==> src/fsab_mem_pkg.sv <==
package fsab_mem_pkg;

	localparam int FSAB_DATA_W          = 64;
	localparam int FSAB_MASK_W          = FSAB_DATA_W / 8;
	localparam int FSAB_ADDR_W          = 31;
	localparam int FSAB_DID_W           = 4;
	localparam int FSAB_LEN_W           = 4;
	localparam int FSAB_LEN_MAX         = 8;	// Lengths run 1 to 8
	localparam int FSAB_INITIAL_CREDITS = 4;

	localparam int MEM_WORDS      = 256;
	localparam int MEM_IDX_W      = 8;
	localparam int RSP_DATA_DEPTH = 2 * FSAB_LEN_MAX;	// Two full bursts

	typedef enum logic {
		FSAB_READ  = 1'b0,
		FSAB_WRITE = 1'b1
	} fsab_mode_t;

	typedef struct packed {
		fsab_mode_t             mode;
		logic [FSAB_DID_W-1:0]  did;
		logic [FSAB_DID_W-1:0]  subdid;
		logic [FSAB_ADDR_W-1:0] addr;
		logic [FSAB_LEN_W-1:0]  len;
	} fsab_req_t;

	typedef struct packed {
		logic [FSAB_DATA_W-1:0] data;
		logic [FSAB_MASK_W-1:0] mask;
	} fsab_beat_t;

	typedef struct packed {
		logic [FSAB_DID_W-1:0] did;
		logic [FSAB_DID_W-1:0] subdid;
		logic [FSAB_LEN_W-1:0] len;
	} fsab_rsp_t;

endpackage

==> src/fsab_fifo.sv <==
`timescale 1ns/10ps

module fsab_fifo #(
	parameter type payload_t = logic [7:0],
	parameter int  DEPTH     = 4
) (
	input  logic                         clk0_tb,
	input  logic                         rst0_tb,
	input  logic                         push,
	input  payload_t                     push_data,
	input  logic                         pop,
	output payload_t                     head,
	output logic                         empty,
	output logic                         full,
	output logic [$clog2(DEPTH+1)-1:0]   count
);

	localparam int PTR_W = (DEPTH > 1) ? $clog2(DEPTH) : 1;

	payload_t         mem [DEPTH];
	logic [PTR_W-1:0] wr_ptr;
	logic [PTR_W-1:0] rd_ptr;

	assign head  = mem[rd_ptr];	// Show-ahead, no pop needed
	assign empty = (count == '0);
	assign full  = (count == DEPTH);

	always_ff @(posedge clk0_tb) begin
		if (push)
			mem[wr_ptr] <= push_data;
	end

	always_ff @(posedge clk0_tb or negedge rst0_tb) begin
		if (!rst0_tb) begin
			wr_ptr <= '0;
			rd_ptr <= '0;
			count  <= '0;
		end else begin
			if (push)
				wr_ptr <= (wr_ptr == PTR_W'(DEPTH - 1)) ? '0 : wr_ptr + 1'b1;
			if (pop)
				rd_ptr <= (rd_ptr == PTR_W'(DEPTH - 1)) ? '0 : rd_ptr + 1'b1;
			case ({push, pop})
				2'b10:   count <= count + 1'b1;
				2'b01:   count <= count - 1'b1;
				default: count <= count;	// Both or neither
			endcase
		end
	end

	a_no_overflow: assert property (@(posedge clk0_tb) disable iff (!rst0_tb)
		!(push && full))
		else $error("fsab_fifo: push while full");

	a_no_underflow: assert property (@(posedge clk0_tb) disable iff (!rst0_tb)
		!(pop && empty))
		else $error("fsab_fifo: pop while empty");

endmodule

==> src/fsab_egress.sv <==
`timescale 1ns/10ps

module fsab_egress (
	input  logic                                   clk0_tb,
	input  logic                                   rst0_tb,
	input  logic                                   rsp_push,
	input  logic [fsab_mem_pkg::FSAB_DID_W-1:0]    rsp_did,
	input  logic [fsab_mem_pkg::FSAB_DID_W-1:0]    rsp_subdid,
	input  logic [fsab_mem_pkg::FSAB_LEN_W-1:0]    rsp_len,
	input  logic                                   rd_valid,
	input  logic [fsab_mem_pkg::FSAB_DATA_W-1:0]   rd_data,
	output logic                                   rsp_room,
	output logic                                   fsabi_valid,
	output logic [fsab_mem_pkg::FSAB_DID_W-1:0]    fsabi_did,
	output logic [fsab_mem_pkg::FSAB_DID_W-1:0]    fsabi_subdid,
	output logic [fsab_mem_pkg::FSAB_DATA_W-1:0]   fsabi_data
);
	import fsab_mem_pkg::*;

	fsab_rsp_t                             hdr_in;
	fsab_rsp_t                             hdr_head;
	logic                                  hdr_empty;
	logic                                  hdr_full;
	logic [FSAB_DATA_W-1:0]                data_head;
	logic                                  data_empty;
	logic [$clog2(RSP_DATA_DEPTH+1)-1:0]   data_count;
	logic [FSAB_LEN_W-1:0]                 beats_left;	// Beats still to pop in burst
	logic                                  start;
	logic                                  data_pop;

	assign hdr_in.did    = rsp_did;
	assign hdr_in.subdid = rsp_subdid;
	assign hdr_in.len    = rsp_len;

	fsab_fifo #(.payload_t(fsab_rsp_t), .DEPTH(2)) u_hdr_fifo (
		.clk0_tb(clk0_tb), .rst0_tb(rst0_tb), .push(rsp_push), .push_data(hdr_in),
		.pop(start), .head(hdr_head), .empty(hdr_empty), .full(hdr_full), .count());

	fsab_fifo #(.payload_t(logic [FSAB_DATA_W-1:0]), .DEPTH(RSP_DATA_DEPTH)) u_data_fifo (
		.clk0_tb(clk0_tb), .rst0_tb(rst0_tb), .push(rd_valid), .push_data(rd_data),
		.pop(data_pop), .head(data_head), .empty(data_empty), .full(), .count(data_count));

	// Word in flight from the RAM counts as already queued
	assign rsp_room = !hdr_full && ((data_count + rd_valid) <= (RSP_DATA_DEPTH - FSAB_LEN_MAX));

	assign start    = (beats_left == '0) && !hdr_empty && !data_empty;
	assign data_pop = start || (beats_left != '0);

	always_ff @(posedge clk0_tb or negedge rst0_tb) begin
		if (!rst0_tb) begin
			beats_left  <= '0;
			fsabi_valid <= 1'b0;
		end else begin
			fsabi_valid <= data_pop;
			if (start)
				beats_left <= hdr_head.len - 1'b1;
			else if (beats_left != '0)
				beats_left <= beats_left - 1'b1;
		end
	end

	always_ff @(posedge clk0_tb) begin
		fsabi_data <= data_head;
		if (start) begin
			fsabi_did    <= hdr_head.did;	// Held for the whole burst
			fsabi_subdid <= hdr_head.subdid;
		end
	end

	a_data_keeps_up: assert property (@(posedge clk0_tb) disable iff (!rst0_tb)
		(beats_left != '0) |-> !data_empty)
		else $error("fsab_egress: read data late during burst");

endmodule

==> config.mk <==
export PLATFORM = sky130hd
export DESIGN_NAME = fsab_egress
export DESIGN_NICKNAME = d
export VERILOG_FILES = /design/src/fsab_mem_pkg.sv /design/src/fsab_fifo.sv /design/src/fsab_egress.sv
export SDC_FILE = /design/constraint.sdc
export NUM_CORES = 1
export LEC_CHECK = 0
export BUFFER_PORTS_ARGS = -buffer_cell sky130_fd_sc_hd__buf_2
export CAP_MARGIN = 25
export CORE_MARGIN = 4
export CORE_UTILIZATION = 35
export DETAILED_ROUTE_END_ITERATION = 12
export PLACE_DENSITY = 0.5
export SLEW_MARGIN = 40
export SYNTH_ARGS = -nofsm -noshare
export SYNTH_HDL_FRONTEND = slang
export SYNTH_SLANG_ARGS = --single-unit
==> constraint.sdc <==
create_clock -name clk0_tb -period 8.4 [get_ports clk0_tb]
set_clock_uncertainty 0.05 [all_clocks]
set_input_delay 1.68 -clock clk0_tb [delete_from_list [all_inputs] [get_ports clk0_tb]]
set_output_delay 1.68 -clock clk0_tb [all_outputs]
set_load 0.02 [all_outputs]
==> reports/results.ini <==
[job]
drv_cap = 0

[grt]
antenna_found_initial = 21
gr-usage-all-layers = 0.157
grt_max_degree = 114
grt_pass1_wl_um = 148000
grt-ovfl-total = 0
grt_pass1_vias = 21800

[power]
p_leak_nw = 16.6
ir_worst_vdd_mv = 0.172
pwr_density_cell_nw_per_um2 = 349
netSwitchingPower_mw = 5.32
netSwitchingFraction = 0.307
p_comb_frac = 0.265
clkPwrFrac = 0.310
power_frac_seq = 0.425
internal_power_mw = 12.0
p_total_mw = 17.3

[worst_hold_path]
worst_hold_path_type = reg -> reg
holdPathStages = 1
hold_start = beats_left[0]
worstHoldEndpoint = beats_left[0]

[worst_setup_path]
arrival_ns = 3.27
r2r_slack_ns = 4.68
crit_type = in -> out
cp.required_ns = 6.67
cp_cell_sequence = buf_2 > ha_1 > ha_1 > nor2_1 > a32o_1 > a221oi_1 > a2111oi_0 > buf_2
ff2ff_path_depth = 6
slowest_stage = ha_1
crit_path_end_kind = output pin
max_stage_delay_ns = 0.29
worst-path-buf-inv = 2
cp_top_family = adder cells
r2r_start = u_data_fifo.rd_ptr[2]
rr_endpoint = fsabi_data[10]
crit_fanout = 11
crit_path_start_kind = primary input

[clock_tree]
cts_buffer_depth = 3
path_clk_slew_ns = 0.06
cts_sinks = 1142
htreeDepth = 3
cts_setup_buffers = 0
clk_latency_ns = 0.69
root_buffer = clkbuf_16
ctsHoldBuffers = 0
cts_made_buffers = 117
cts-resized-gates = 0
tritoncts = built

[sta]
max_freq_mhz = 200
worst_pin_slew_ns = 0.846
whs_ns = 0.450
slew_viol_final = 0
maxSlewHeadroom = 0.436
grt_setup_unrepaired = false
fin_crit_ns = 5.00
tns_ns = 0
finalCritPeriodShare = 0.596
hold_viol_final = 0
setup_viol = 0

[drt]
routed_wl_um = 101000
firstDrtPassIters = 5
drc = 0
drtIter0Drc = 1360
num_vias = 20700
final_antenna_net_count = 0
wl_per_cell_um = 25.1
vias_per_cell = 5.13

[finish]
fillers = 10700
final_cell_area_um2 = 49700
finalNetCount = 2400
multi_input_area_um2 = 8720
layout.cells.non_filler = 4030
drive_gt1_frac = 0.232
areaGrowthSynthToFinish_pct = 16.5
ff_latch_area_um2 = 33600

[placed_design]
place.gp.congestion = 0.706
portBuffers = 153
place_area_um2 = 45600
hpwlAfterDp_um = 52100
place_inst = 3797

[synthesis]
ys_seq_elements = 1142
synth_area_per_cell_um2 = 20.3
synth_edf_count = 1056
synth_cell_types = 47
yosys.area.top_type = edfxtp_1
yosysWarningCount = 0
yosysSeqAreaShare = 0.786
synth_area_leaders = edfxtp_1 74%, mux4_2 6.8%, mux2i_1 6.0%
ys.flop_type = edfxtp_1
yosysMostFrequentCell = edfxtp_1
synthesis.area_um2 = 42700
synth_top_area_share = 0.743
netlist_instances = 2099
synthArstFlopShare = 0.0193
syn-num-nets = 2191
synth_common_cells = 1,056 x edfxtp_1, 257 x mux2i_1, 129 x a221oi_1

[floorplan]
start_util = 0.354
fp.dieH_um = 357
num_rows = 127
fp.dieW_um = 357
core_area_um2 = 120000
ios = 154
dieArea_um2 = 128000

[run_status]
status = completed

## state kept, by name (all words and copies together), names as in the netlist
register	count
fsabi_valid	1
u_hdr_fifo.rd_ptr	1
fsabi_did	4
u_data_fifo.mem	1024
u_data_fifo.rd_ptr	4
u_hdr_fifo.wr_ptr	1
u_hdr_fifo.count	2
u_hdr_fifo.mem	24
fsabi_data	64
fsabi_subdid	4
u_data_fifo.wr_ptr	4
u_data_fifo.count	5
beats_left	4
## per-stage QoR
stage / util / setup slack [ns]
6_report: 0.413 / 3.40
5_1_grt: 0.413 / 3.30
4_1_cts: 0.412 / 3.39
3_5_place_dp: 0.378 / 3.41
3_3_place_gp: 0.377 / 3.20
2_1_floorplan: - / 1.32
## cell type report
type	count	share of cell area
sequential	1142	0.675
multi-input combinational	837	0.175
clock buffer	155	0.0655
tap	1612	0.0406
timing repair buffer	203	0.0267
clock inverter	66	0.0158
inverter	7	0.000604
antenna	8	0.000403
## cell usage in the layout, fill, tap and decap left out, types with 3 or more instances in the layout
cell and count:
a21oi_1 9, a221oi_1 129, a22oi_1 65, buf_12 5
buf_16 3, buf_2 153, buf_4 30, buf_6 10
bufinv_16 17, clkbuf_1 23, clkbuf_16 121, clkbuf_8 12
clkinv_1 16, clkinv_2 25, clkinvlp_4 3, dfrtp_1 18
dfrtp_4 4, dfxtp_1 64, diode_2 8, edfxtp_1 1056
ha_1 12, inv_1 5, inv_6 3, mux2_2 12
mux2i_1 257, mux4_2 128, nand2_1 75, nand2b_1 5
nor2_1 9, nor2_4 15, nor4_1 3, o21ai_0 68
o22ai_1 3, xnor2_1 10, xor2_1 7
## kinds of logic after synthesis
kind of cell | synth area share
compound gates | 0.0499
xor+xnor | 0.00349
fa+ha+maj | 0.00352
buf+inv | 0.0130
flops | 0.786
mux | 0.132
simple gates | 0.0128
## worst reg2reg max path, delay by kind of cell (launching register included)
kind | cells | cell delay [ns]
buffers and inverters | 2 | 1.34
AO/OA/AOI/OAI | 2 | 0.62
AND/OR/NAND/NOR | 2 | 0.80
flip-flops | 1 | 0.79
## power groups by stage
stage | clock (mW) | sequential (mW) | combinational (mW)
2_1_floorplan | 0 | 7.50 | 3.07
3_3_place_gp | 0 | 7.54 | 4.56
3_5_place_dp | 0 | 7.54 | 4.66
4_1_cts | 5.52 | 7.42 | 4.68
5_1_grt | 5.77 | 7.44 | 5.01
6_report | 5.37 | 7.38 | 4.60
## worst max-delay path by stage
| stage | from | end | cells past startpoint |
|---|---|---|---|
| floorplan | rd_valid | u_data_fifo.mem[1][0] | 3 |
| global placement | rd_valid | rsp_room | 8 |
| detailed placement | rd_valid | rsp_room | 8 |
| CTS | rd_valid | rsp_room | 8 |
| global route | rd_valid | rsp_room | 8 |
| finish | rd_valid | rsp_room | 8 |
## routing by layer
layer	part of all wire	vias up	track usage
met1	0.43	10900	0.203
met4	0.020	6	0.0421
met2	0.50	461	0.273
met5	0.00043	-	0
li1	-	9155	-
met3	0.049	135	0.0286
Power figures use the tool's default switching activity.
