**config.mk**
```make
export PLATFORM = sky130hd
export DESIGN_NAME = fsab_ingress
export DESIGN_NICKNAME = d
export VERILOG_FILES = /design/src/fsab_mem_pkg.sv /design/src/fsab_fifo.sv /design/src/fsab_ingress.sv
export SDC_FILE = /design/constraint.sdc
export NUM_CORES = 2
export LEC_CHECK = 0
export BUFFER_PORTS_ARGS = -buffer_cell sky130_fd_sc_hd__buf_2
export CAP_MARGIN = 0
export CORE_ASPECT_RATIO = 1.75
export CORE_MARGIN = 2
export CORE_UTILIZATION = 55
export CTS_CLUSTER_DIAMETER = 40
export DETAILED_ROUTE_END_ITERATION = 16
export PLACE_DENSITY = 0.69
export SETUP_SLACK_MARGIN = 0.05
export SLEW_MARGIN = 20
export SYNTH_ARGS = -nofsm -noshare
export SYNTH_HDL_FRONTEND = slang
export SYNTH_SLANG_ARGS = --single-unit
export TNS_END_PERCENT = 50
```
**constraint.sdc**
```tcl
create_clock -name clk0_tb -period 5.9 [get_ports clk0_tb]
set_input_delay 1.475 -clock clk0_tb [delete_from_list [all_inputs] [get_ports clk0_tb]]
set_output_delay 1.475 -clock clk0_tb [all_outputs]
set_load 0.01 [all_outputs]
```
**src/fsab_mem_pkg.sv**
```systemverilog
package fsab_mem_pkg;

	localparam int FSAB_DATA_W          = 64;
	localparam int FSAB_MASK_W          = FSAB_DATA_W / 8;
	localparam int FSAB_ADDR_W          = 31;
	localparam int FSAB_DID_W           = 4;
	localparam int FSAB_LEN_W           = 4;
	localparam int FSAB_LEN_MAX         = 8;	// Lengths run 1 to 8
	localparam int FSAB_INITIAL_CREDITS = 4;

	localparam int MEM_WORDS      = 256;
	localparam int MEM_IDX_W      = 8;
	localparam int RSP_DATA_DEPTH = 2 * FSAB_LEN_MAX;	// Two full bursts

	typedef enum logic {
		FSAB_READ  = 1'b0,
		FSAB_WRITE = 1'b1
	} fsab_mode_t;

	typedef struct packed {
		fsab_mode_t             mode;
		logic [FSAB_DID_W-1:0]  did;
		logic [FSAB_DID_W-1:0]  subdid;
		logic [FSAB_ADDR_W-1:0] addr;
		logic [FSAB_LEN_W-1:0]  len;
	} fsab_req_t;

	typedef struct packed {
		logic [FSAB_DATA_W-1:0] data;
		logic [FSAB_MASK_W-1:0] mask;
	} fsab_beat_t;

	typedef struct packed {
		logic [FSAB_DID_W-1:0] did;
		logic [FSAB_DID_W-1:0] subdid;
		logic [FSAB_LEN_W-1:0] len;
	} fsab_rsp_t;

endpackage

```
**src/fsab_fifo.sv**
```systemverilog
`timescale 1ns/10ps

module fsab_fifo #(
	parameter type payload_t = logic [7:0],
	parameter int  DEPTH     = 4
) (
	input  logic                         clk0_tb,
	input  logic                         rst0_tb,
	input  logic                         push,
	input  payload_t                     push_data,
	input  logic                         pop,
	output payload_t                     head,
	output logic                         empty,
	output logic                         full,
	output logic [$clog2(DEPTH+1)-1:0]   count
);

	localparam int PTR_W = (DEPTH > 1) ? $clog2(DEPTH) : 1;

	payload_t         mem [DEPTH];
	logic [PTR_W-1:0] wr_ptr;
	logic [PTR_W-1:0] rd_ptr;

	assign head  = mem[rd_ptr];	// Show-ahead, no pop needed
	assign empty = (count == '0);
	assign full  = (count == DEPTH);

	always_ff @(posedge clk0_tb) begin
		if (push)
			mem[wr_ptr] <= push_data;
	end

	always_ff @(posedge clk0_tb or negedge rst0_tb) begin
		if (!rst0_tb) begin
			wr_ptr <= '0;
			rd_ptr <= '0;
			count  <= '0;
		end else begin
			if (push)
				wr_ptr <= (wr_ptr == PTR_W'(DEPTH - 1)) ? '0 : wr_ptr + 1'b1;
			if (pop)
				rd_ptr <= (rd_ptr == PTR_W'(DEPTH - 1)) ? '0 : rd_ptr + 1'b1;
			case ({push, pop})
				2'b10:   count <= count + 1'b1;
				2'b01:   count <= count - 1'b1;
				default: count <= count;	// Both or neither
			endcase
		end
	end

	a_no_overflow: assert property (@(posedge clk0_tb) disable iff (!rst0_tb)
		!(push && full))
		else $error("fsab_fifo: push while full");

	a_no_underflow: assert property (@(posedge clk0_tb) disable iff (!rst0_tb)
		!(pop && empty))
		else $error("fsab_fifo: pop while empty");

endmodule

```
**src/fsab_ingress.sv**
```systemverilog
`timescale 1ns/10ps

module fsab_ingress (
	input  logic                                   clk0_tb,
	input  logic                                   rst0_tb,
	input  logic                                   fsabo_valid,
	input  fsab_mem_pkg::fsab_mode_t               fsabo_mode,
	input  logic [fsab_mem_pkg::FSAB_DID_W-1:0]    fsabo_did,
	input  logic [fsab_mem_pkg::FSAB_DID_W-1:0]    fsabo_subdid,
	input  logic [fsab_mem_pkg::FSAB_ADDR_W-1:0]   fsabo_addr,
	input  logic [fsab_mem_pkg::FSAB_LEN_W-1:0]    fsabo_len,
	input  logic [fsab_mem_pkg::FSAB_DATA_W-1:0]   fsabo_data,
	input  logic [fsab_mem_pkg::FSAB_MASK_W-1:0]   fsabo_mask,
	input  logic                                   req_pop,
	input  logic                                   beat_pop,
	output logic                                   req_avail,
	output fsab_mem_pkg::fsab_mode_t               req_mode,
	output logic [fsab_mem_pkg::FSAB_DID_W-1:0]    req_did,
	output logic [fsab_mem_pkg::FSAB_DID_W-1:0]    req_subdid,
	output logic [fsab_mem_pkg::FSAB_ADDR_W-1:0]   req_addr,
	output logic [fsab_mem_pkg::FSAB_LEN_W-1:0]    req_len,
	output logic [fsab_mem_pkg::FSAB_DATA_W-1:0]   beat_data,
	output logic [fsab_mem_pkg::FSAB_MASK_W-1:0]   beat_mask
);
	import fsab_mem_pkg::*;

	logic [FSAB_LEN_W-1:0]                      beats_rem;	// Write beats still to come
	logic                                       hdr_beat;
	logic                                       data_beat;
	logic                                       beat_push;
	logic                                       req_done;
	fsab_req_t                                  req_in;
	fsab_req_t                                  req_head;
	fsab_beat_t                                 beat_in;
	fsab_beat_t                                 beat_head;
	logic [$clog2(FSAB_INITIAL_CREDITS+1)-1:0]  req_count;
	logic [$clog2(FSAB_INITIAL_CREDITS+1)-1:0]  queued;

	assign hdr_beat  = fsabo_valid && (beats_rem == '0);
	assign data_beat = fsabo_valid && (beats_rem != '0);
	assign beat_push = data_beat || (hdr_beat && fsabo_mode == FSAB_WRITE);
	// A read is complete at its header, a write at its last beat
	assign req_done  = (hdr_beat && (fsabo_mode == FSAB_READ || fsabo_len == 1)) ||
	                   (data_beat && beats_rem == 1);

	assign req_in.mode   = fsabo_mode;
	assign req_in.did    = fsabo_did;
	assign req_in.subdid = fsabo_subdid;
	assign req_in.addr   = fsabo_addr;
	assign req_in.len    = fsabo_len;
	assign beat_in.data  = fsabo_data;
	assign beat_in.mask  = fsabo_mask;

	fsab_fifo #(.payload_t(fsab_req_t), .DEPTH(FSAB_INITIAL_CREDITS)) u_req_fifo (
		.clk0_tb(clk0_tb), .rst0_tb(rst0_tb), .push(hdr_beat), .push_data(req_in),
		.pop(req_pop), .head(req_head), .empty(), .full(), .count(req_count));

	fsab_fifo #(.payload_t(fsab_beat_t), .DEPTH(FSAB_INITIAL_CREDITS * FSAB_LEN_MAX)) u_beat_fifo (
		.clk0_tb(clk0_tb), .rst0_tb(rst0_tb), .push(beat_push), .push_data(beat_in),
		.pop(beat_pop), .head(beat_head), .empty(), .full(), .count());

	assign req_avail  = (queued != '0);
	assign req_mode   = req_head.mode;
	assign req_did    = req_head.did;
	assign req_subdid = req_head.subdid;
	assign req_addr   = req_head.addr;
	assign req_len    = req_head.len;
	assign beat_data  = beat_head.data;
	assign beat_mask  = beat_head.mask;

	always_ff @(posedge clk0_tb or negedge rst0_tb) begin
		if (!rst0_tb) begin
			beats_rem <= '0;
			queued    <= '0;
		end else begin
			if (hdr_beat && fsabo_mode == FSAB_WRITE)
				beats_rem <= fsabo_len - 1'b1;
			else if (data_beat)
				beats_rem <= beats_rem - 1'b1;
			case ({req_done, req_pop})
				2'b10:   queued <= queued + 1'b1;
				2'b01:   queued <= queued - 1'b1;
				default: queued <= queued;
			endcase
		end
	end

	// Master sent a header without holding a credit
	a_credit_respected: assert property (@(posedge clk0_tb) disable iff (!rst0_tb)
		hdr_beat |-> (req_count < FSAB_INITIAL_CREDITS))
		else $error("fsab_ingress: header beyond credit limit");

endmodule

```
==> flow_summary_export.csv <==
group,metric,value,unit
status,status,"finished, final reports clean",
critical_path,cp_data_arrival_time,3990,ps
synth,netlist.area_leader.share,0.7820,
synth,synth_compound_area_frac,0.008487,
timing,finalSetupViolCount,0,
power,vdd_drop_max,0.0005875,V
route,viasPerCell,6.496,
floorplan,rows,202,
synth,synthesis.nets,4057,
route,routed_wl,221000,um
synth,synth_mux_area_frac,0.1793,
clock_tree,clk_latency,860,ps
place,dpl.hpwl,115000,um
floorplan,die_w,318.6,um
power,power,46.25,mW
clock_tree,clkSinkCount,2501,
critical_path,path_max_fanout,36,
cells_and_area,layout-area-overhead-vs-synth,12.55,%
route,first_pass_iters,6,
critical_path,critical_path_required,4430,ps
synth,synth_common_cells,"2480 x edfxtp_1, 680 x mux4_2, 108 x mux2i_1, 103 x clkbuf_1, 70 x nand2_1",
timing,rsz0062_at_grt,"no",
place,port_buffers,237,
clock_tree,cts_resized,0,
timing,finalCritPeriodShare,0.9255,
route,drtAntennaViolNets,0,
worst_hold_path,hold_path.class,"reg2reg",
synth,synth_cells,3918,
timing,hold_viol,0,
critical_path,slowest_delay,950,ps
power,p_leak,33.86,nW
route,drc_errors,0,
place,dp_slack,1265,ps
synth,syn_area,95240,um^2
synth,synth_edf_count,2480,
synth,async_reset_ff_frac,0.008397,
synth,avgSynthCellArea,24.31,um^2
critical_path,cp_slowest_cell,"dfrtp_4",
route,wl_per_cell,32.82,um
worst_hold_path,hold_path_depth,1,
timing,fin_hold_ws,499.1,ps
clock_tree,cts_inserted_buffers,221,
floorplan,start_util,0.5517,
timing,slew_violations,0,
clock_tree,cts_setup_buffers,0,
synth,yosysWarnings,0,
synth,synth_top_family_by_area,"multiplexers",
global_routing,grt_pass1_wl,317600,um
floorplan,num_io_pins,238,
timing,worst_pin_slew,1099,ps
timing,max_freq,0.1831,GHz
critical_path,end_kind,"output port",
synth,synth-simple-area-share,0.01161,
synth,synth_seq_cells,2501,
synth,yosysSeqAreaShare,0.7875,
synth,synth-xor-area-share,0.0004598,
synth,synth.most_common_cell,"edfxtp_1",
route,via_count,43750,
global_routing,gr-total-overflow,0,
clock_tree,cts_tree,"built",
critical_path,criticalPathCategory,"reg2out",
timing,worst_slack,439.3,ps
timing,fin_worst_skew,41.07,ps
global_routing,antenna_found_initial,23,
floorplan,fp.coreArea,172600,um^2
place,gp_congestion,0.7467,
critical_path,reg2reg_depth,7,
clock_tree,cts_buffer_depth,4,
clock_tree,root_buffer,"clkbuf_16",
clock_tree,cts_hold_buf,0,
global_routing,grt_pass1_vias,44940,
timing,maxSlewHeadroom,0.2675,
synth,synth_top_area_cell,"edfxtp_1",
critical_path,path_cells,"buf_12 > buf_4 > mux4_2 > mux4_2 > mux2_2 > buf_2",
clock_tree,clkSlewWorstSetupHoldPaths,60,ps
global_routing,grt_max_degree,127,
global_routing,grt_use_total,0.2510,
job,cap_violations,0,
cells_and_area,fin_nets,4460,
cells_and_area,instances_no_fill,6734,
critical_path,cpMostUsedCell,"mux4_2",
critical_path,startpoint_type,"register",
place,placed_cells,6342,
clock_tree,cts.htree.levels,4,
timing,fin_tns_setup,0,ps
timing,fin_crit,5461,ps
power,power_density,431.4,nW/um^2
synth,synth_ff_type,"edfxtp_1",
synth,ys_top_cells_by_area,"edfxtp_1 78%, mux4_2 16%, mux2i_1 1.1%",
route,dr.first_iter.drc_count,5071,
cells_and_area,post_route_cells_drive_above_1_share,0.3281,
floorplan,die_area,176600,um^2
synth,synth_fa_ha_area_frac,0.002444,
synth,ys_types,42,
floorplan,die_h,554.5,um
==> per-stage QoR <==
| step | util | cell area [um^2] |
|---|---|---|
| after floorplan | - | 95240 |
| after global placement | 0.5809 | 100300 |
| after detailed placement | 0.5809 | 100300 |
| after CTS | 0.6209 | 107200 |
| after global routing | 0.6209 | 107200 |
| final | 0.6210 | 107200 |
==> placed cells by master (no fill, tap or decap), drive strengths merged, types with 9 or more instances in the layout <==
master | netlist | layout
clkinvlp | 0 | 9
and2 | 26 | 26
clkbuf | 103 | 260
and3 | 23 | 23
edfxtp | 2480 | 2480
a221oi | 21 | 21
o221ai | 21 | 21
dfrtp | 21 | 21
nand2 | 70 | 70
bufinv | 0 | 16
nor3 | 45 | 45
mux4 | 680 | 680
mux2i | 108 | 108
clkinv | 1 | 89
nor2 | 40 | 40
o32ai | 21 | 21
o22ai | 24 | 24
inv | 11 | 23
mux2 | 60 | 60
ha | 17 | 17
buf | 99 | 382
==> state kept, by name, indices dropped and copies added, names as in the netlist <==
signal              cells
u_req_fifo.wr_ptr       2
queued                  3
u_req_fifo.mem        176
u_beat_fifo.rd_ptr      5
u_beat_fifo.wr_ptr      5
u_beat_fifo.mem      2304
u_req_fifo.rd_ptr       2
beats_rem               4
==> routing by layer <==
layer  wire, um  global-route usage  vias up
met2     117000              0.4391     1927
met5         77                   0        -
li1           -                   -    17710
met4       6736             0.07745       12
met3      15960             0.03683      387
met1      81310              0.3282    23710
==> where the power goes <==
group	internal [mW]	switching [mW]	leakage (nW)
clock network	7.67	6.26	3.35
registers	20.5	0.536	22.6
logic	5.02	6.23	7.93
==> critical path: cells and delay by family, from the launching register on <==
kind,cells,cell delay (ps)
muxes,3,1340
DFF,1,950
buffers and inverters,3,800
==> area by class of cell <==
cell class | count | area (um^2)
multi-input combinational | 1203 | 19510
antenna | 7 | 17.52
timing repair buffer | 382 | 2900
clock buffer | 260 | 5739
inverter | 12 | 45.04
tap | 2244 | 2808
sequential | 2501 | 75020
fill | 11390 | 65430
clock inverter | 125 | 1154
==> kinds of logic (layout without fill, tap and decap cells) <==
kind of cell | count (synthesis) | after routing
xor gates and xnor gates | 5 | 5
adders and majority gates | 18 | 18
DFF | 2501 | 2501
AOI/OAI and AO/OA | 104 | 104
muxes | 848 | 848
other | 0 | 7
and+or+nand+nor | 228 | 228
buffers and inverters | 214 | 779
==> worst paths after layout <==
check                                 startpoint                     end  slack (ps)
max                        u_beat_fifo.rd_ptr[0]           beat_data[60]         440
min                                    queued[2]               queued[2]         500
max reg2reg                         beats_rem[0]  u_beat_fifo.mem[4][48]        2150
min reg2reg                            queued[2]               queued[2]         500
max in group asynchronous                rst0_tb   u_beat_fifo.rd_ptr[3]        4670
min in group asynchronous                rst0_tb            beats_rem[2]         690
Note: power is estimated with default switching activity, not from simulation.
