<file path="src/fsab_mem_pkg.sv">
package fsab_mem_pkg;

	localparam int FSAB_DATA_W          = 64;
	localparam int FSAB_MASK_W          = FSAB_DATA_W / 8;
	localparam int FSAB_ADDR_W          = 31;
	localparam int FSAB_DID_W           = 4;
	localparam int FSAB_LEN_W           = 4;
	localparam int FSAB_LEN_MAX         = 8;	// Lengths run 1 to 8
	localparam int FSAB_INITIAL_CREDITS = 4;

	localparam int MEM_WORDS      = 256;
	localparam int MEM_IDX_W      = 8;
	localparam int RSP_DATA_DEPTH = 2 * FSAB_LEN_MAX;	// Two full bursts

	typedef enum logic {
		FSAB_READ  = 1'b0,
		FSAB_WRITE = 1'b1
	} fsab_mode_t;

	typedef struct packed {
		fsab_mode_t             mode;
		logic [FSAB_DID_W-1:0]  did;
		logic [FSAB_DID_W-1:0]  subdid;
		logic [FSAB_ADDR_W-1:0] addr;
		logic [FSAB_LEN_W-1:0]  len;
	} fsab_req_t;

	typedef struct packed {
		logic [FSAB_DATA_W-1:0] data;
		logic [FSAB_MASK_W-1:0] mask;
	} fsab_beat_t;

	typedef struct packed {
		logic [FSAB_DID_W-1:0] did;
		logic [FSAB_DID_W-1:0] subdid;
		logic [FSAB_LEN_W-1:0] len;
	} fsab_rsp_t;

endpackage

</file>
<file path="src/mem_ctrl.sv">
`timescale 1ns/10ps

module mem_ctrl (
	input  logic                                   clk0_tb,
	input  logic                                   rst0_tb,
	input  logic                                   req_avail,
	input  fsab_mem_pkg::fsab_mode_t               req_mode,
	input  logic [fsab_mem_pkg::FSAB_ADDR_W-1:0]   req_addr,
	input  logic [fsab_mem_pkg::FSAB_LEN_W-1:0]    req_len,
	input  logic [fsab_mem_pkg::FSAB_DID_W-1:0]    req_did,
	input  logic [fsab_mem_pkg::FSAB_DID_W-1:0]    req_subdid,
	input  logic [fsab_mem_pkg::FSAB_DATA_W-1:0]   beat_data,
	input  logic [fsab_mem_pkg::FSAB_MASK_W-1:0]   beat_mask,
	input  logic                                   rsp_room,
	output logic                                   req_pop,
	output logic                                   beat_pop,
	output logic                                   wr_en,
	output logic [fsab_mem_pkg::MEM_IDX_W-1:0]     wr_idx,
	output logic [fsab_mem_pkg::FSAB_DATA_W-1:0]   wr_data,
	output logic [fsab_mem_pkg::FSAB_MASK_W-1:0]   wr_mask,
	output logic                                   rd_en,
	output logic [fsab_mem_pkg::MEM_IDX_W-1:0]     rd_idx,
	output logic                                   rsp_push,
	output logic [fsab_mem_pkg::FSAB_DID_W-1:0]    rsp_did,
	output logic [fsab_mem_pkg::FSAB_DID_W-1:0]    rsp_subdid,
	output logic [fsab_mem_pkg::FSAB_LEN_W-1:0]    rsp_len,
	output logic                                   rd_valid,
	output logic                                   fsabo_credit
);
	import fsab_mem_pkg::*;

	typedef enum logic [1:0] {
		ST_IDLE,
		ST_WRITE,
		ST_READ
	} state_t;

	state_t                state;
	logic [FSAB_LEN_W-1:0] beat_cnt;	// Beats left in current request
	logic [MEM_IDX_W-1:0]  idx;
	logic                  start;

	// Reads also need room for a whole burst in the response queues
	assign start = (state == ST_IDLE) && req_avail && (req_mode == FSAB_WRITE || rsp_room);

	assign req_pop    = start;
	assign rsp_push   = start && (req_mode == FSAB_READ);
	assign rsp_did    = req_did;
	assign rsp_subdid = req_subdid;
	assign rsp_len    = req_len;

	assign wr_en    = (state == ST_WRITE);
	assign beat_pop = wr_en;	// One queued beat per memory write
	assign wr_idx   = idx;
	assign wr_data  = beat_data;
	assign wr_mask  = beat_mask;
	assign rd_en    = (state == ST_READ);
	assign rd_idx   = idx;

	always_ff @(posedge clk0_tb or negedge rst0_tb) begin
		if (!rst0_tb) begin
			state        <= ST_IDLE;
			beat_cnt     <= '0;
			idx          <= '0;
			rd_valid     <= 1'b0;
			fsabo_credit <= 1'b0;
		end else begin
			rd_valid     <= rd_en;	// RAM data shows up one cycle later
			fsabo_credit <= (state != ST_IDLE) && (beat_cnt == 1);
			if (start) begin
				state    <= (req_mode == FSAB_WRITE) ? ST_WRITE : ST_READ;
				beat_cnt <= req_len;
				idx      <= req_addr[$clog2(FSAB_MASK_W) +: MEM_IDX_W];
			end else if (state != ST_IDLE) begin
				beat_cnt <= beat_cnt - 1'b1;
				idx      <= idx + 1'b1;	// Wraps at MEM_WORDS
				if (beat_cnt == 1)
					state <= ST_IDLE;
			end
		end
	end

	a_idle_when_done: assert property (@(posedge clk0_tb) disable iff (!rst0_tb)
		(beat_cnt == '0) |-> (state == ST_IDLE))
		else $error("mem_ctrl: busy with no beats left");

endmodule

</file>
<file path="config.mk">
export PLATFORM = sky130hd
export DESIGN_NAME = mem_ctrl
export DESIGN_NICKNAME = d
export VERILOG_FILES = /design/src/fsab_mem_pkg.sv /design/src/mem_ctrl.sv
export SDC_FILE = /design/constraint.sdc
export NUM_CORES = 1
export LEC_CHECK = 0
export BUFFER_PORTS_ARGS = -buffer_cell sky130_fd_sc_hd__buf_2
export CAP_MARGIN = 25
export CORE_AREA = 2 2 87 89
export DETAILED_ROUTE_END_ITERATION = 10
export DIE_AREA = 0 0 89 91
export GPL_ROUTABILITY_DRIVEN = 0
export PLACE_DENSITY = 0.68
export SLEW_MARGIN = 20
export SYNTH_ARGS = -nofsm -noshare
export SYNTH_HDL_FRONTEND = slang
export SYNTH_SLANG_ARGS = --single-unit
</file>
<file path="constraint.sdc">
create_clock -name clk0_tb -period 3 [get_ports clk0_tb]
set_input_delay 0.6 -clock clk0_tb [delete_from_list [all_inputs] [get_ports clk0_tb]]
set_output_delay 0.6 -clock clk0_tb [all_outputs]
set_load 0.02 [all_outputs]
</file>
==> metrics.md, run 1 <==
| Metric | Value |
|---|---|
| Flop pwr share | 0.341 |
| Clk pin slew, worst setup/hold paths | 0.07 ns |
| Clk Latency, worst-skew pair | 0.25 ns |
| Seq/Total Area, Yosys | 0.246 |
| Switching part of the total power | 0.483 |
| Slew Limit Fails | 0 |
| CTS tree | done |
| Gate power share | 0.546 |
| Hold WC Path Type | in2async |
| Post-synth top cells | buf_4 (94), dfrtp_1 (16), mux2i_1 (6) |
| Die Area | 8100 sq um |
| DR iter-0 viols | 49 |
| Synth Flop Type | dfrtp_1 |
| HPWL Detailed | 3070 microns |
| CP Capture Point | rsp_push |
| R2R Path Start | state[0]$_DFFE_PN0P_ |
| Syn-to-layout area delta | -20.6% |
| Tot GR Track Use | 0.0856 |
| Fraction of registers with async set or reset after synthesis | 1.00 |
| Die height | 91 microns |
| Worst Setup Start Kind | input pin |
| Netlist Area Pre-Place | 1630 sq um |
| Grt total ovfl | 0 |
| Status | finished, final reports clean |
| Final net count | 258 |
| Vias/cell | 4.36 |
| Period utilization | 0.728 |
| Most frequent cell after synthesis | buf_4 |
| Syn Area/Cell | 8.83 sq um |
| Syn Inst Count | 184 |
| CTS Buf Count | 3 |
| P per Cell Area | 1110 nW/um^2 |
| Cell area after layout | 1290 sq um |
| Fin Clk Skew | 0.00610 ns |
| First-pass GRT wire length | 5320 microns |
| # DRC | 0 |
| Worst reg2reg endpoint | beat_cnt[3]$_DFFE_PN0P_ |
| RSZ-0062 raised after global routing | false |
| Arr. time, crit path | 1.58 ns |
| Worst-Margin Slew | 0.518 ns |
| Final hold vios | 0 |
| Hold Buf Count CTS | 0 |
| Worst reg2reg setup slack | 1.29 ns |
| Number of synthesis warnings | 0 |
| Final ANT Viol Nets | 0 |
| I/O pin total | 227 |
| Setup Viol. Count Final | 0 |
| TNS Setup | 0 ns |
| Largest net degree at the start of global routing | 17 |
| Max H-tree Level | 1 |
| Area after DPL | 1250 sq um |
| Psw | 0.690 mW |
| R2R cell count | 3 |
| Port buffer count | 43 |
| Starting Density | 0.228 |
| Post-synth EDFFs | 0 |
| Leakage | 0.581 nW |
| Resize count post-CTS | 0 |
| Fmax | 458 MHz |
| Clk network pwr share | 0.114 |
| Syn_nets | 307 |
| DRT Pass-1 Iters | 4 |
| Flop and latch count out of synthesis | 16 |
| Core ar. | 7140 sq um |
| Sink Count | 16 |
| Slew headroom | 0.655 |
| CP Max Fanout | 8 |
| Post-synth cell types | 36 |
| Standard-cell rows | 31 |
| Antenna violations before repair | 1 |
| Root buf cell | clkbuf_8 |
| Synth top area share | 0.434 |
| Total number of vias | 1016 |
| Critical Path Start | req_mode |
| Maximum vdd drop | 0.199 mV |
| Cell taking the most area after synthesis | buf_4 |
| Setup Buffers After CTS | 0 |
| Crit. End Element | output port |
| Share of cells above drive strength 1 | 0.421 |
| Max Cap Violations | 0 |
| CP required | 2.40 ns |
| Routed WL | 3850 microns |
| Setup Crit Path Kind | in2out |
| P_int | 0.739 mW |
| Largest cells by area after synthesis | buf_4 (43%), dfrtp_1 (25%), mux2i_1 (3.7%) |
| Final Critical Period | 2.18 ns |
| Number of global-route vias before repair | 917 |
| Clk buf depth | 2 |
| Die width | 89 microns |
| Routed len/inst | 16.5 microns |
-- through the flow --
step,setup WS (ns),hold slack [ns],cells,total power [mW],utilization
CTS,0.789,0.271,232,1.43,0.180
global placement,0.801,0.521,229,1.24,0.175
finish,0.817,0.260,233,1.43,0.181
detailed placement,0.784,0.537,229,1.27,0.175
floorplan,1.12,0.304,184,1.27,-
global route,0.721,0.294,232,1.55,0.180
-- cell families after synthesis --
| family | share of synthesized area |
|---|---|
| mux | 0.0531 |
| compound gates | 0.116 |
| fa+ha+maj | 0.0231 |
| flops | 0.246 |
| simple gates | 0.105 |
| buf+inv | 0.456 |
-- per-layer routing --
layer,track usage,vias to the layer above,wire [microns]
met1,0.0816,471,1170
met3,0.0509,26,672
met5,0,-,0
met2,0.142,80,1880
met4,0.0448,0,134
li1,-,439,-
-- placed cells by master (no fill, tap or decap), types with 2 or more instances in the layout --
| cell | count |
|---|---|
| mux2i_1 | 6 |
| nor3_1 | 5 |
| a211oi_1 | 2 |
| buf_2 | 43 |
| nor2_1 | 3 |
| dfrtp_1 | 16 |
| a21oi_1 | 4 |
| nand3_1 | 4 |
| a211o_1 | 2 |
| ha_1 | 3 |
| o32ai_1 | 2 |
| nand4_1 | 3 |
| clkbuf_8 | 3 |
| o21ai_0 | 4 |
| and3_1 | 3 |
| inv_1 | 4 |
| nand2_1 | 3 |
| o221a_2 | 3 |
| nor2b_1 | 2 |
-- final cells by class --
class	instances	area, sq um
Antenna cell	1	2.50
Fill cell	823	5850
Timing Repair Buffer	44	223
Multi-Input combinational cell	66	484
Tap cell	99	124
Clock buffer	3	41.3
Inverter	4	15.0
Sequential cell	16	400
-- worst min-delay path by stage --
stage | start | end | cells after the start
6_report | rst0_tb | rd_idx[7]$_DFFE_PN0P_ | 1
5_1_grt | rst0_tb | beat_cnt[3]$_DFFE_PN0P_ | 1
4_1_cts | rst0_tb | rd_idx[7]$_DFFE_PN0P_ | 1
3_5_place_dp | rst0_tb | beat_cnt[3]$_DFFE_PN0P_ | 1
3_3_place_gp | beat_cnt[0]$_DFFE_PN0P_ | beat_cnt[0]$_DFFE_PN0P_ | 1
2_1_floorplan | rst0_tb | beat_cnt[0]$_DFFE_PN0P_ | 0
-- flip-flops by register name, indices dropped and copies added, names as in the netlist --
register      count
rd_valid          1
beat_cnt          4
fsabo_credit      1
rd_idx            8
state             2
-- worst max-delay path, cell delays in order --
cell and delay, ns:
buf_2 0.13, o21a_1 0.35, nand2_2 0.20, nor2_1 0.12
buf_2 0.18
-- power groups by stage --
stage	Clock, mW	Sequential (mW)	Combinational [mW]
2_1_floorplan	0	0.496	0.777
3_3_place_gp	0	0.477	0.767
3_5_place_dp	0	0.486	0.784
4_1_cts	0.164	0.484	0.785
5_1_grt	0.170	0.512	0.872
6_report	0.162	0.487	0.780
(Power assumes the default switching activity.)
==> inputs of run 2 (changes only) <==
- PLACE_DENSITY: 0.68 -> 0.7
- clock period: 3 -> 1.75 ns (I/O delays scaled with it)
==> run 2 against run 1 <==
  * Hold slack got worse by 0.26 ns
  * Worst setup slack got worse by 0.65 ns
  * Global-route usage rose by 0.079 points
  * Cell area rose by 3.6%
  * Count of clock-buffer cells in the layout rose by 1
  * Critical path depth fell by 1
  * Routed wire length fell by 1.3%
  * Flip-flop and latch count did not move
  * First-iteration DRC count fell by 55%
==> metrics.md, run 2 (same netlist as run 1, synthesis figures left out) <==
| Metric | Value |
|---|---|
| Status | finished, final reports clean |
| Share of cells above drive strength 1 | 0.442 |
| Die width | 89 microns |
| Die Area | 8100 sq um |
| Leakage | 0.607 nW |
| Fmax | 633 MHz |
| Crit. End Element | output port |
| Routed len/inst | 16.1 microns |
| R2R cell count | 4 |
| Routed WL | 3800 microns |
| Standard-cell rows | 31 |
| Slew Limit Fails | 0 |
| Final ANT Viol Nets | 0 |
| CTS tree | done |
| I/O pin total | 227 |
| Antenna violations before repair | 0 |
| Worst reg2reg endpoint | rd_idx[3]$_DFFE_PN0P_ |
| Arr. time, crit path | 1.23 ns |
| Max H-tree Level | 1 |
| Worst Setup Start Kind | flip-flop |
| Total number of vias | 1039 |
| Tot GR Track Use | 0.0864 |
| Period utilization | 0.903 |
| Core ar. | 7140 sq um |
| Number of global-route vias before repair | 932 |
| Largest net degree at the start of global routing | 17 |
| Vias/cell | 4.38 |
| WHS | 0.00263 ns |
| DR iter-0 viols | 22 |
| Fin Clk Skew | 0.000570 ns |
| Number of flip-flops in the largest register | 8 |
| Final net count | 262 |
| Hold WC Path Type | in2async |
| Clk pin slew, worst setup/hold paths | 0.06 ns |
| Most common cell after layout, fill and taps aside | buf_2 |
| CP required | 1.40 ns |
| Final Total Pwr | 2.60 mW |
| Clk Latency, worst-skew pair | 0.25 ns |
| Grt total ovfl | 0 |
| Worst reg2reg setup slack | 0.34 ns |
| DRT Pass-1 Iters | 4 |
| CP Max Fanout | 6 |
| TNS Setup | 0 ns |
| RSZ-0062 raised after global routing | false |
| Final hold vios | 0 |
| First-pass GRT wire length | 5260 microns |
| Setup Viol. Count Final | 0 |
| Worst-Margin Slew | 0.485 ns |
| Final Non-Filler Cells | 237 |
| HPWL Detailed | 3000 microns |
| Most frequent cells in the layout | buf_2 (43), dfrtp_1 (16), mux2i_1 (6) |
| Root buf cell | clkbuf_8 |
| Maximum vdd drop | 0.340 mV |
| N_diodes | 0 |
| Final Critical Period | 1.58 ns |
| P per Cell Area | 1950 nW/um^2 |
| Max Cap Violations | 0 |
| Slew headroom | 0.676 |
| Syn-to-layout area delta | -17.8% |
| # DRC | 0 |
| Die height | 91 microns |
| Starting Density | 0.228 |
| Post-Place Cells | 233 |
| Sink Count | 16 |
| CTS Buf Count | 3 |
| Setup Crit Path Kind | reg2out |
| R2R Path Start | state[0]$_DFFE_PN0P_ |
| Clk buf depth | 2 |
| Critical Path Start | state[0]$_DFFE_PN0P_ |
| Port buffer count | 43 |
==> run 2: changes by cell type in the layout (fill, tap and decap cells not counted) <==
cell	previous run	this run
buf_4	1	5
clkbuf_8	3	4
diode_2	1	0
nor2_2	1	0
nor2_4	0	1
==> run 2: metrics by stage <==
| stage | instance area, sq um | utilization | setup slack, ns |
|---|---|---|---|
| global placement | 1280 | 0.179 | 0.187 |
| detailed placement | 1280 | 0.179 | 0.164 |
| floorplan | 1630 | - | 0.190 |
| finish | 1340 | 0.187 | 0.169 |
| CTS | 1330 | 0.187 | 0.0851 |
| global route | 1340 | 0.187 | 0.0858 |
==> run 2: how the worst max path moves through the flow <==
stage	end	cells past startpoint	slack (ns)
after floorplan	rsp_push	5	0.19
after global placement	rsp_push	5	0.19
after detailed placement	rsp_push	5	0.16
after CTS	rsp_push	4	0.09
after global routing	rsp_push	4	0.09
final	rsp_push	4	0.17
==> run 2: critical path, stage by stage, from the launching register on <==
cell and delay [ns]:
dfrtp_1 0.42, nor2_4 0.21, nand2_2 0.08, nor2_1 0.10
buf_2 0.17
==> run 2: routing by layer <==
metal | GRT usage | vias up | routed length [microns]
li1 | - | 442 | -
met1 | 0.0840 | 490 | 1240
met2 | 0.138 | 71 | 1850
met3 | 0.0455 | 36 | 521
met4 | 0.0597 | 0 | 198
met5 | 0 | - | 0
==> run 2: cell type report <==
| class | count | area (sq um) |
|---|---|---|
| fill | 824 | 5800 |
| clock buffer | 4 | 55.1 |
| multi-input combinational | 66 | 489 |
| tap | 99 | 124 |
| timing repair buffer | 48 | 253 |
| inverter | 4 | 15.0 |
| sequential | 16 | 400 |
==> run 2: power by group <==
group          leakage, nW  total [mW]  switching (mW)  internal [mW]
combinational        0.395        1.48           0.859          0.617
sequential           0.184       0.797           0.243          0.554
clock               0.0288       0.327           0.128          0.199
==> run 2: timing repair <==
| action | in CTS | in global routing |
|---|---|---|
| hold buffers | 0 | 0 |
| buffers inserted | 0 | 0 |
| endpoints found under the setup margin | 0 | 1 |
| gates resized for setup | 0 | 1 |
